===== src/verilog/axi_params.svh =====
`ifndef AXI_PARAMS_SVH
`define AXI_PARAMS_SVH

// Master side ID width
`define AXI_ID_BITS 4

// Slave side ID carries the master index above the master ID
`define AXI_IDS_BITS 8

`define AXI_ADDR_BITS 32
`define AXI_LEN_BITS 4
`define AXI_SIZE_BITS 3

// Address map
// S0 at 0x0000_0000 to 0x0000_FFFF
`define AXI_S0_BASE 32'h0000_0000
`define AXI_S0_MASK 32'hFFFF_0000

// S1 at 0x0001_0000 to 0x0001_FFFF
`define AXI_S1_BASE 32'h0001_0000
`define AXI_S1_MASK 32'hFFFF_0000

`endif


===== src/verilog/axi_pkg.sv =====
`include "axi_params.svh"

package axi_pkg;

  typedef enum logic [1:0] {
    FIXED = 2'b00,
    INCR  = 2'b01,
    WRAP  = 2'b10
  } burst_t;

  typedef enum logic [1:0] {
    LOCK_FREE = 2'b00,
    LOCK_M0   = 2'b01,
    LOCK_M1   = 2'b10
  } addr_arb_lock_t;

  typedef logic [`AXI_IDS_BITS-`AXI_ID_BITS-1:0] mst_idx_t;

  localparam mst_idx_t MST_IDX_0 = mst_idx_t'(0);
  localparam mst_idx_t MST_IDX_1 = mst_idx_t'(1);

  typedef struct packed {
    mst_idx_t                 mst;
    logic [`AXI_ID_BITS-1:0]  id;
  } ext_id_t;

  typedef struct packed {
    logic [`AXI_ID_BITS-1:0]   id;
    logic [`AXI_ADDR_BITS-1:0] addr;
    logic [`AXI_LEN_BITS-1:0]  len;
    logic [`AXI_SIZE_BITS-1:0] size;
    burst_t                    burst;
  } addr_chan_t;

  typedef struct packed {
    ext_id_t                   ids;
    logic [`AXI_ADDR_BITS-1:0] addr;
    logic [`AXI_LEN_BITS-1:0]  len;
    logic [`AXI_SIZE_BITS-1:0] size;
    burst_t                    burst;
  } slv_addr_chan_t;

  typedef struct packed {
    logic    valid;
    ext_id_t ids;
  } decerr_t;

  // Master request seen from the slave side
  function automatic slv_addr_chan_t extend_req(input addr_chan_t req, input mst_idx_t mst);
    slv_addr_chan_t slv;
    slv.ids.mst = mst;
    slv.ids.id  = req.id;
    slv.addr    = req.addr;
    slv.len     = req.len;
    slv.size    = req.size;
    slv.burst   = req.burst;
    return slv;
  endfunction

endpackage


===== src/verilog/addr_map_pkg.sv =====
`include "axi_params.svh"

package addr_map_pkg;

  typedef enum logic [1:0] {
    SLAVE_0   = 2'b00,
    SLAVE_1   = 2'b01,
    SLAVE_DEF = 2'b10
  } slave_sel_t;

  // Anything outside both windows goes to the default slave
  function automatic slave_sel_t addr_decode(input logic [`AXI_ADDR_BITS-1:0] addr);
    slave_sel_t sel;
    logic       hit_s0;
    logic       hit_s1;
    hit_s0 = ((addr & `AXI_S0_MASK) == `AXI_S0_BASE);
    hit_s1 = ((addr & `AXI_S1_MASK) == `AXI_S1_BASE);
    if (hit_s0) begin
      sel = SLAVE_0;
    end else if (hit_s1) begin
      sel = SLAVE_1;
    end else begin
      sel = SLAVE_DEF;
    end
    return sel;
  endfunction

endpackage


===== src/verilog/addr_chan_router.sv =====
`timescale 1ns/1ns

module addr_chan_router (
  input  logic                    clk,
  input  logic                    rstn,
  // Master 0
  input  axi_pkg::addr_chan_t     m0_req,
  input  logic                    m0_valid,
  output logic                    m0_ready,
  // Master 1
  input  axi_pkg::addr_chan_t     m1_req,
  input  logic                    m1_valid,
  output logic                    m1_ready,
  // Slave 0
  output axi_pkg::slv_addr_chan_t s0_req,
  output logic                    s0_valid,
  input  logic                    s0_ready,
  // Slave 1
  output axi_pkg::slv_addr_chan_t s1_req,
  output logic                    s1_valid,
  input  logic                    s1_ready,
  // Default slave
  output axi_pkg::slv_addr_chan_t sd_req,
  output logic                    sd_valid,
  input  logic                    sd_ready
);

  import axi_pkg::*;
  import addr_map_pkg::*;

  addr_arb_lock_t lock_q;
  addr_arb_lock_t lock_d;
  logic           last_m1_q;
  slv_addr_chan_t mst_req;
  logic           mst_valid;
  logic           slv_ready;
  slave_sel_t     slv_sel;

  always_ff @(posedge clk, negedge rstn) begin
    if (!rstn) begin
      lock_q <= LOCK_FREE;
    end else begin
      lock_q <= lock_d;
    end
  end

  // Last grant starts at M1 so M0 wins the first tie
  always_ff @(posedge clk, negedge rstn) begin
    if (!rstn) begin
      last_m1_q <= 1'b1;
    end else if (lock_q == LOCK_FREE && lock_d != LOCK_FREE) begin
      last_m1_q <= (lock_d == LOCK_M1);
    end
  end

  always_comb begin
    lock_d = lock_q;
    case (lock_q)
      LOCK_FREE: begin
        if (m0_valid && m1_valid) begin
          lock_d = last_m1_q ? LOCK_M0 : LOCK_M1;
        end else if (m0_valid) begin
          lock_d = LOCK_M0;
        end else if (m1_valid) begin
          lock_d = LOCK_M1;
        end
      end
      LOCK_M0, LOCK_M1: begin
        // Release on the transfer edge
        if (mst_valid && slv_ready) begin
          lock_d = LOCK_FREE;
        end
      end
      default: lock_d = LOCK_FREE;
    endcase
  end

  // Locked master onto the internal request
  always_comb begin
    mst_req   = '0;
    mst_valid = 1'b0;
    case (lock_q)
      LOCK_M0: begin
        mst_req   = extend_req(m0_req, MST_IDX_0);
        mst_valid = m0_valid;
      end
      LOCK_M1: begin
        mst_req   = extend_req(m1_req, MST_IDX_1);
        mst_valid = m1_valid;
      end
      default: begin
        mst_req   = '0;
        mst_valid = 1'b0;
      end
    endcase
  end

  assign m0_ready = (lock_q == LOCK_M0) && slv_ready;
  assign m1_ready = (lock_q == LOCK_M1) && slv_ready;

  assign slv_sel = addr_decode(mst_req.addr);

  // Steer to one slave, ready comes back from the same one
  always_comb begin
    s0_req    = '0;
    s1_req    = '0;
    sd_req    = '0;
    s0_valid  = 1'b0;
    s1_valid  = 1'b0;
    sd_valid  = 1'b0;
    slv_ready = 1'b0;
    case (slv_sel)
      SLAVE_0: begin
        s0_req    = mst_req;
        s0_valid  = mst_valid;
        slv_ready = s0_ready;
      end
      SLAVE_1: begin
        s1_req    = mst_req;
        s1_valid  = mst_valid;
        slv_ready = s1_ready;
      end
      default: begin
        sd_req    = mst_req;
        sd_valid  = mst_valid;
        slv_ready = sd_ready;
      end
    endcase
  end

endmodule


===== src/verilog/default_slave_addr.sv =====
`timescale 1ns/1ns

module default_slave_addr (
  input  logic                    clk,
  input  logic                    rstn,
  input  axi_pkg::slv_addr_chan_t req,
  input  logic                    valid,
  output logic                    ready,
  output axi_pkg::decerr_t        decerr
);

  import axi_pkg::*;

  logic    xfer;
  logic    err_valid;
  ext_id_t err_ids;

  assign xfer = valid && ready;

  // One wait cycle, then accept and drop ready again
  always_ff @(posedge clk, negedge rstn) begin
    if (!rstn) begin
      ready <= 1'b0;
    end else begin
      ready <= valid && !ready;
    end
  end

  always_ff @(posedge clk, negedge rstn) begin
    if (!rstn) begin
      err_valid <= 1'b0;
    end else begin
      err_valid <= xfer;
    end
  end

  // ID of the accepted request
  always_ff @(posedge clk) begin
    if (xfer) begin
      err_ids <= req.ids;
    end
  end

  assign decerr.valid = err_valid;
  assign decerr.ids   = err_ids;

endmodule


===== src/verilog/axi_addr_xbar.sv =====
`timescale 1ns/1ns

module axi_addr_xbar (
  input  logic                    clk,
  input  logic                    rstn,
  // AW masters
  input  axi_pkg::addr_chan_t     m0_aw,
  input  logic                    m0_aw_valid,
  output logic                    m0_aw_ready,
  input  axi_pkg::addr_chan_t     m1_aw,
  input  logic                    m1_aw_valid,
  output logic                    m1_aw_ready,
  // AW slaves
  output axi_pkg::slv_addr_chan_t s0_aw,
  output logic                    s0_aw_valid,
  input  logic                    s0_aw_ready,
  output axi_pkg::slv_addr_chan_t s1_aw,
  output logic                    s1_aw_valid,
  input  logic                    s1_aw_ready,
  // AR masters
  input  axi_pkg::addr_chan_t     m0_ar,
  input  logic                    m0_ar_valid,
  output logic                    m0_ar_ready,
  input  axi_pkg::addr_chan_t     m1_ar,
  input  logic                    m1_ar_valid,
  output logic                    m1_ar_ready,
  // AR slaves
  output axi_pkg::slv_addr_chan_t s0_ar,
  output logic                    s0_ar_valid,
  input  logic                    s0_ar_ready,
  output axi_pkg::slv_addr_chan_t s1_ar,
  output logic                    s1_ar_valid,
  input  logic                    s1_ar_ready,
  // Decode errors
  output axi_pkg::decerr_t        aw_decerr,
  output axi_pkg::decerr_t        ar_decerr
);

  import axi_pkg::*;

  // Default slave links, one per channel
  slv_addr_chan_t aw_sd_req;
  logic           aw_sd_valid;
  logic           aw_sd_ready;
  slv_addr_chan_t ar_sd_req;
  logic           ar_sd_valid;
  logic           ar_sd_ready;

  addr_chan_router u_aw_router (
    .clk      (clk),
    .rstn     (rstn),
    .m0_req   (m0_aw),
    .m0_valid (m0_aw_valid),
    .m0_ready (m0_aw_ready),
    .m1_req   (m1_aw),
    .m1_valid (m1_aw_valid),
    .m1_ready (m1_aw_ready),
    .s0_req   (s0_aw),
    .s0_valid (s0_aw_valid),
    .s0_ready (s0_aw_ready),
    .s1_req   (s1_aw),
    .s1_valid (s1_aw_valid),
    .s1_ready (s1_aw_ready),
    .sd_req   (aw_sd_req),
    .sd_valid (aw_sd_valid),
    .sd_ready (aw_sd_ready)
  );

  default_slave_addr u_aw_default (
    .clk    (clk),
    .rstn   (rstn),
    .req    (aw_sd_req),
    .valid  (aw_sd_valid),
    .ready  (aw_sd_ready),
    .decerr (aw_decerr)
  );

  addr_chan_router u_ar_router (
    .clk      (clk),
    .rstn     (rstn),
    .m0_req   (m0_ar),
    .m0_valid (m0_ar_valid),
    .m0_ready (m0_ar_ready),
    .m1_req   (m1_ar),
    .m1_valid (m1_ar_valid),
    .m1_ready (m1_ar_ready),
    .s0_req   (s0_ar),
    .s0_valid (s0_ar_valid),
    .s0_ready (s0_ar_ready),
    .s1_req   (s1_ar),
    .s1_valid (s1_ar_valid),
    .s1_ready (s1_ar_ready),
    .sd_req   (ar_sd_req),
    .sd_valid (ar_sd_valid),
    .sd_ready (ar_sd_ready)
  );

  default_slave_addr u_ar_default (
    .clk    (clk),
    .rstn   (rstn),
    .req    (ar_sd_req),
    .valid  (ar_sd_valid),
    .ready  (ar_sd_ready),
    .decerr (ar_decerr)
  );

endmodule


===== config.mk =====
export PLATFORM = sky130hd
export DESIGN_NAME = axi_addr_xbar
export DESIGN_NICKNAME = d
export VERILOG_FILES = /design/src/verilog/axi_pkg.sv /design/src/verilog/addr_map_pkg.sv /design/src/verilog/addr_chan_router.sv /design/src/verilog/default_slave_addr.sv /design/src/verilog/axi_addr_xbar.sv
export VERILOG_INCLUDE_DIRS = /design/src /design/src/verilog
export SDC_FILE = /design/constraint.sdc
export NUM_CORES = 1
export LEC_CHECK = 0
export BUFFER_PORTS_ARGS = -buffer_cell sky130_fd_sc_hd__buf_4
export CAP_MARGIN = 20
export CELL_PAD_IN_SITES_DETAIL_PLACEMENT = 1
export CELL_PAD_IN_SITES_GLOBAL_PLACEMENT = 1
export CORE_AREA = 10 10 153 155
export CTS_CLUSTER_SIZE = 30
export DETAILED_ROUTE_END_ITERATION = 8
export DIE_AREA = 0 0 163 165
export HOLD_SLACK_MARGIN = 0.15
export PLACE_DENSITY = 0.7
export SYNTH_ARGS = -nofsm -noshare
export SYNTH_HDL_FRONTEND = slang
export SYNTH_SLANG_ARGS = --single-unit

===== constraint.sdc =====
create_clock -name clk -period 4.3 [get_ports clk]
set_clock_uncertainty 0.2 [all_clocks]
set_input_delay 1.075 -clock clk [delete_from_list [all_inputs] [get_ports clk]]
set_output_delay 1.075 -clock clk [all_outputs]
set_load 0.02 [all_outputs]

==> impl_metrics.csv, run 1 <==
group,metric,value,unit
detailed_routing,vias_per_cell,4.208,
critical_path,end_kind,"primary output",
floorplan,num_io_pins,412,
clock_tree,clock_latency,0.26,ns
critical_path,r2r_slack,1.28,ns
clock_tree,ctsRootBufferMaster,"clkbuf_16",
finish,area_delta_synth_final,74.12,%
timing,hold_viol,0,
floorplan,die_h,165,um
clock_tree,cts_hold_buf,0,
critical_path,cp.arrival,2.92,ns
clock_tree,postCtsSetupBuffers,0,
min_path,min_to,"u_aw_default.ready",
detailed_routing,ant_nets,0,
critical_path,r2r_cells,8,
logic_synthesis,synth.avg_cell_area,6.834,um^2
placement,place.gp.congestion,0.8727,
pwr,leakage,3.056,nW
detailed_routing,drtIter0Drc,216,
finish,drive_above_1_share,47.04,%
clock_tree,cts_buffer_depth,2,
pwr,power.total,3.491,mW
min_path,min_from,"u_aw_default.ready",
finish,diodes,0,
floorplan,die_x,163,um
clock_tree,cts_buffers,3,
logic_synthesis,synth_commonest_cells,"127 x nor2_1, 82 x buf_4, 72 x nand2_1",
placement,place_inst,1091,
finish,multi_input_area,0.002467,mm^2
clock_tree,path_clk_slew,0.06,ns
detailed_routing,wl,21.87,mm
placement,hpwl,18.54,mm
floorplan,rows,52,
timing,setup-tns-final,0,ns
timing,whs,0.2615,ns
global_route,antenna_found_initial,0,
pwr,netSwitchingPower,1.990,mW
pwr,p_clk_share,7.6,%
job,maxCapViolCount,0,
logic_synthesis,synth_top_area_cell,"buf_4",
global_route,grt_pass1_vias,5086,
critical_path,cp_num_buf_inv,2,
pwr,swShare,57.00,%
logic_synthesis,synth.cell_area,0.003520,mm^2
critical_path,cpPeakStageDelay,0.59,ns
critical_path,worstSetupPathType,"input pin to primary output",
detailed_routing,wl_per_cell,19.90,um
critical_path,cpLargestDelayFamily,"simple AND/OR/NAND/NOR gates",
pwr,p_int,1.501,mW
logic_synthesis,ys_ff_latch,20,
timing,post-route-period-util,97.55,%
placement,numPortBuffers,331,
detailed_routing,num_vias,4625,
critical_path,crit_slowest_cell,"or4b_4",
min_path,holdPathStages,1,
pwr,p_per_area,569.7,mW/mm^2
logic_synthesis,netlist_instances,515,
logic_synthesis,synth_area_leaders,"buf_4 17%, a22o_1 15%, nor2_1 14%",
finish,regArea,553.0,um^2
logic_synthesis,synth_top_cell_area_share,17.49,%
global_route,grt_usage,14.34,%
logic_synthesis,yosys_warnings,0,
timing,fin_crit,4.195,ns
floorplan,core_area,0.02017,mm^2
critical_path,r2r-start,"u_aw_router.lock_q[1]",
min_path,min_path_type,"register to register",
detailed_routing,drc_errors,0,
floorplan,die_area,0.02690,mm^2
finish,final_util,30.38,%
pwr,combPwrFrac,84.3,%
finish,nets,1030,
pwr,p_seq_share,8.2,%
global_route,grt_start_max_net_pins,34,
finish,fill_cells,2570,
critical_path,required,3.02,ns
timing,setup_viol,0,
floorplan,initial_core_util,17.45,%
run_status,status,"finished, final reports clean",
clock_tree,cts_tree,"built",
logic_synthesis,synthArstFlopShare,50.00,%
critical_path,rr_endpoint,"u_aw_default.decerr[0]",
logic_synthesis,synth_edf_count,10,
logic_synthesis,synth_cell_types,40,
timing,slew_headroom,66.30,%
timing,fmax,238.4,MHz
logic_synthesis,synthFlopType,"edfxtp_1",
logic_synthesis,yosysMostFrequentCell,"nor2_1",
timing,worst_slew_pin_slew,0.5044,ns
global_route,grt_overflow,0,
clock_tree,cts.sinks,20,
timing,slew_violations,0,
finish,fin_cells,1099,
pwr,ir_worst_vdd,0.0002367,V
logic_synthesis,ys_seq_area_share,15.71,%
global_route,grt_pass1_wl,30.57,mm
critical_path,cp-start-kind,"input pin",
clock_tree,htree_levels,1,
detailed_routing,drtPass1Iterations,5,
critical_path,crit_path_cell_trace,"buf_4 -> nor4_2 -> a41oi_1 -> or4b_4 -> a21o_4 -> nor2_4 -> buf_4",
critical_path,path_max_fanout,15,
critical_path,crit_path_frequent_cell,"buf_4",
through the flow:
stage	setup slack (ns)	cell area, um^2
after floorplan	0.3339	3816
after global placement	0.02237	5952
after detailed placement	-0.06932	5952
after CTS	0.01514	6072
after global routing	-0.05664	6128
final	0.1052	6128
worst max path at each step:
stage / from / depth (start not counted) / to / slack (ns)
4_1_cts: m0_aw[28] / 7 / s0_aw[20] / 0.02
6_report: m0_aw[28] / 7 / s0_aw_valid / 0.11
2_1_floorplan: m1_aw[34] / 6 / s0_aw[19] / 0.33
3_5_place_dp: m0_aw[28] / 7 / s0_aw[20] / -0.07
5_1_grt: m0_ar[28] / 8 / m0_ar_ready / -0.06
3_3_place_gp: m0_aw[28] / 7 / s0_aw[20] / 0.02
worst register-to-register path, cell delays in order (launching register included):
cell and delay, ns:
dfrtp_1 0.43, inv_1 0.14, ha_1 0.38, inv_1 0.09, a41oi_1 0.25, or4b_4 0.24
nand2_1 0.20, nor3b_1 0.51, buf_2 0.28
registers in the layout (all words and copies together) (netlist names):
name,cells
u_ar_default.decerr,5
u_aw_default.decerr,5
u_ar_router.lock_q,2
u_aw_router.lock_q,2
u_ar_default.err_valid,1
u_ar_default.ready,1
u_ar_router.last_m1_q,1
u_aw_default.err_valid,1
u_aw_default.ready,1
u_aw_router.last_m1_q,1
power by group through the flow:
stage / clock network, mW / registers, mW / logic (mW)
6_report: 0.264 / 0.285 / 2.94
4_1_cts: 0.281 / 0.286 / 2.93
3_5_place_dp: 0 / 0.290 / 2.88
3_3_place_gp: 0 / 0.288 / 2.87
2_1_floorplan: 0 / 0.276 / 2.01
5_1_grt: 0.286 / 0.291 / 3.22
area by class of cell:
class | instances | area share [%]
repair buffers | 347 | 42.63
multi-input cells | 444 | 40.26
flip-flops and latches | 20 | 9.024
well taps | 270 | 5.512
clock buffers | 3 | 1.225
inverters | 14 | 0.8575
clock inverters | 1 | 0.4900
cells by family (layout without fill, tap and decap cells):
kind of cell	after synthesis	after routing	synth area share, %
adder cells (fa/ha/maj)	10	10	3.555
AND/OR/NAND/NOR	256	256	32.67
buffers and inverters	132	365	24.35
multiplexers	2	2	0.5688
other	1	80	0.1065
flip-flops	20	20	15.71
AO/OA/AOI/OAI	94	96	23.04
cells in the final DEF, fill, tap and decap left out, types with 2 or more instances in the layout:
master and instances:
nor2_4 6, o221ai_1 2, buf_4 344, nor4_1 6, nor2_2 15, or4b_4 2, a21o_4 4, clkbuf_16 3
a21oi_1 2, conb_1 80, mux2i_1 2, nand3_1 5, a31oi_1 2, nand2_1 72, ha_1 10, o31ai_1 2
inv_1 14, a221oi_2 2, and2_1 6, nor2b_1 3, a22o_1 62, edfxtp_1 10, a41oi_1 2, dfrtp_1 8
o32ai_1 2, nor3_1 2, dfstp_2 2, nor3b_1 2, nor2_1 127, o21ai_0 4, nand2b_1 3, nor4_2 6
o21ba_2 2, o22ai_1 2, a2bb2oi_1 4, a22oi_1 4
routing by layer:
metal	wire length, um	up-vias	track usage [%]
li1	-	2214	-
met1	7981	2132	14.70
met2	11370	268	27.03
met3	2320	11	5.825
met4	195	0	2.459
met5	0	-	0
timing repair:
item                       in CTS  in global routing
setup endpoints to repair      31                 90
gates resized for setup         1                  6
hold endpoints to repair        0                  0
cloned                          1                  1
No activity file was read; power rests on OpenSTA's default activity.
==> run 2, diff against run 1 <==
Settings changed: CTS_BUF_LIST set to sky130_fd_sc_hd__clkbuf_4.
==> impl_metrics.csv, run 2 (same netlist as run 1, synthesis figures left out) <==
group,metric,value,unit
global_route,antenna_found_initial,1,
detailed_routing,drtPass1Iterations,4,
critical_path,path_max_fanout,15,
global_route,globalRouteMet3Util,5.825,%
detailed_routing,wl,21.86,mm
global_route,gr-usage-met2,26.96,%
detailed_routing,ant_nets,0,
critical_path,worstSetupPathType,"input pin to primary output",
clock_tree,cts_buffer_depth,2,
finish,final_util,30.16,%
detailed_routing,drtIter0Drc,215,
clock_tree,ctsRootBufferMaster,"clkbuf_4",
floorplan,num_io_pins,412,
job,maxCapViolCount,0,
finish,finalInstanceArea,0.006083,mm^2
finish,drive_above_1_share,47.17,%
clock_tree,htree_levels,1,
global_route,grt_pass1_vias,5081,
clock_tree,cts_tree,"built",
global_route,met1_usage,14.71,%
finish,fin_cells,1100,
pwr,p_per_area,557.9,mW/mm^2
floorplan,core_area,0.02017,mm^2
timing,fin_crit,4.195,ns
timing,post-route-period-util,97.56,%
min_path,min_path_type,"register to register",
floorplan,die_area,0.02690,mm^2
clock_tree,cts.sinks,20,
timing,setup_slack,0.1049,ns
detailed_routing,wl_per_cell,19.87,um
timing,slew_violations,0,
clock_tree,cts_buffers,3,
pwr,p_int,1.412,mW
run_status,status,"finished, final reports clean",
finish,final_cell_mix,"344 x buf_4, 127 x nor2_1, 80 x conb_1",
pwr,ir_worst_vdd,0.0002385,V
pwr,leakage,3.033,nW
clock_tree,clock_latency,0.32,ns
global_route,grt_start_max_net_pins,34,
global_route,grt_pass1_wl,30.53,mm
timing,setup-tns-final,0,ns
finish,area_delta_synth_final,72.84,%
pwr,power.total,3.394,mW
detailed_routing,num_vias,4609,
global_route,busiest_layer,"met2",
floorplan,die_x,163,um
placement,post-place-ws,-0.06932,ns
timing,whs,0.2701,ns
placement,hpwl,18.54,mm
floorplan,die_h,165,um
floorplan,initial_core_util,17.45,%
pwr,swShare,58.41,%
placement,post_dp_cell_area,0.005952,mm^2
placement,place_inst,1091,
pwr,p_seq_share,8.4,%
critical_path,required,3.02,ns
placement,numPortBuffers,331,
placement,place.gp.congestion,0.8727,
clock_tree,path_clk_slew,0.13,ns
timing,hold_viol,0,
pwr,netSwitchingPower,1.982,mW
global_route,grt_overflow,0,
timing,fmax,238.4,MHz
global_route,grt_usage,14.31,%
floorplan,rows,52,
detailed_routing,vias_per_cell,4.190,
finish,nets,1030,
timing,setup_viol,0,
critical_path,end_kind,"primary output",
critical_path,cp-start-kind,"input pin",
pwr,p_clk_share,4.8,%
pwr,combPwrFrac,86.8,%
finish,mostFrequentLayoutCell,"buf_4",
critical_path,cp.arrival,2.92,ns
detailed_routing,drc_errors,0,
[run 2: cell count changes in the layout (fill, tap and decap cells not counted), sizes merged]
cell   delta
diode     +1
[run 2: what timing repair did]
| action | in CTS | in global routing |
|---|---|---|
| setup endpoints to repair | 31 | 90 |
| pin swaps | 0 | 0 |
| cloned | 1 | 1 |
| hold endpoints to repair | 0 | 0 |
| resized for setup | 1 | 7 |
| buffers inserted | 0 | 0 |
| hold buffers | 0 | 0 |
[run 2: worst max-delay path, stage by stage]
cell     delay, ns
buf_4         0.11
nor4_2        0.30
a41oi_1       0.20
or4b_4        0.59
a21o_4        0.36
nor2_4        0.12
buf_4         0.15
[run 2: power groups by stage]
stage / sequential (mW) / combinational, mW / clock (mW)
detailed placement: 0.290 / 2.88 / 0
finish: 0.284 / 2.95 / 0.164
global placement: 0.288 / 2.87 / 0
floorplan: 0.276 / 2.01 / 0
CTS: 0.285 / 2.93 / 0.179
global route: 0.290 / 3.22 / 0.183
[run 2: final timing paths]
check | slack (ns) | cells past startpoint | end | start
max | 0.10 | 7 | s0_aw_valid | m0_aw[28]
min | 0.27 | 1 | u_aw_default.ready | u_aw_default.ready
max reg2reg | 1.30 | 8 | u_aw_default.decerr[2] | u_aw_router.lock_q[1]
min reg2reg | 0.27 | 1 | u_aw_default.ready | u_aw_default.ready
max in group asynchronous | 3.32 | 1 | u_aw_router.last_m1_q | rstn
min in group asynchronous | 0.35 | 1 | u_aw_default.err_valid | rstn
[run 2: cell type report]
class | instances | area, um^2
Clock buffer | 3 | 22.52
Clock inverter | 1 | 30.03
Inverter | 14 | 52.55
Fill cell | 2575 | 14090
Antenna cell | 1 | 2.502
Timing Repair Buffer | 347 | 2613
Sequential cell | 20 | 553.0
Multi-Input combinational cell | 444 | 2472
Tap cell | 270 | 337.8
[run 2: layer usage]
layer / up-vias / routed length [um]
met5: - / 0
met3: 9 / 2307
li1: 2212 / -
met4: 0 / 179
met1: 2126 / 7990
met2: 262 / 11380
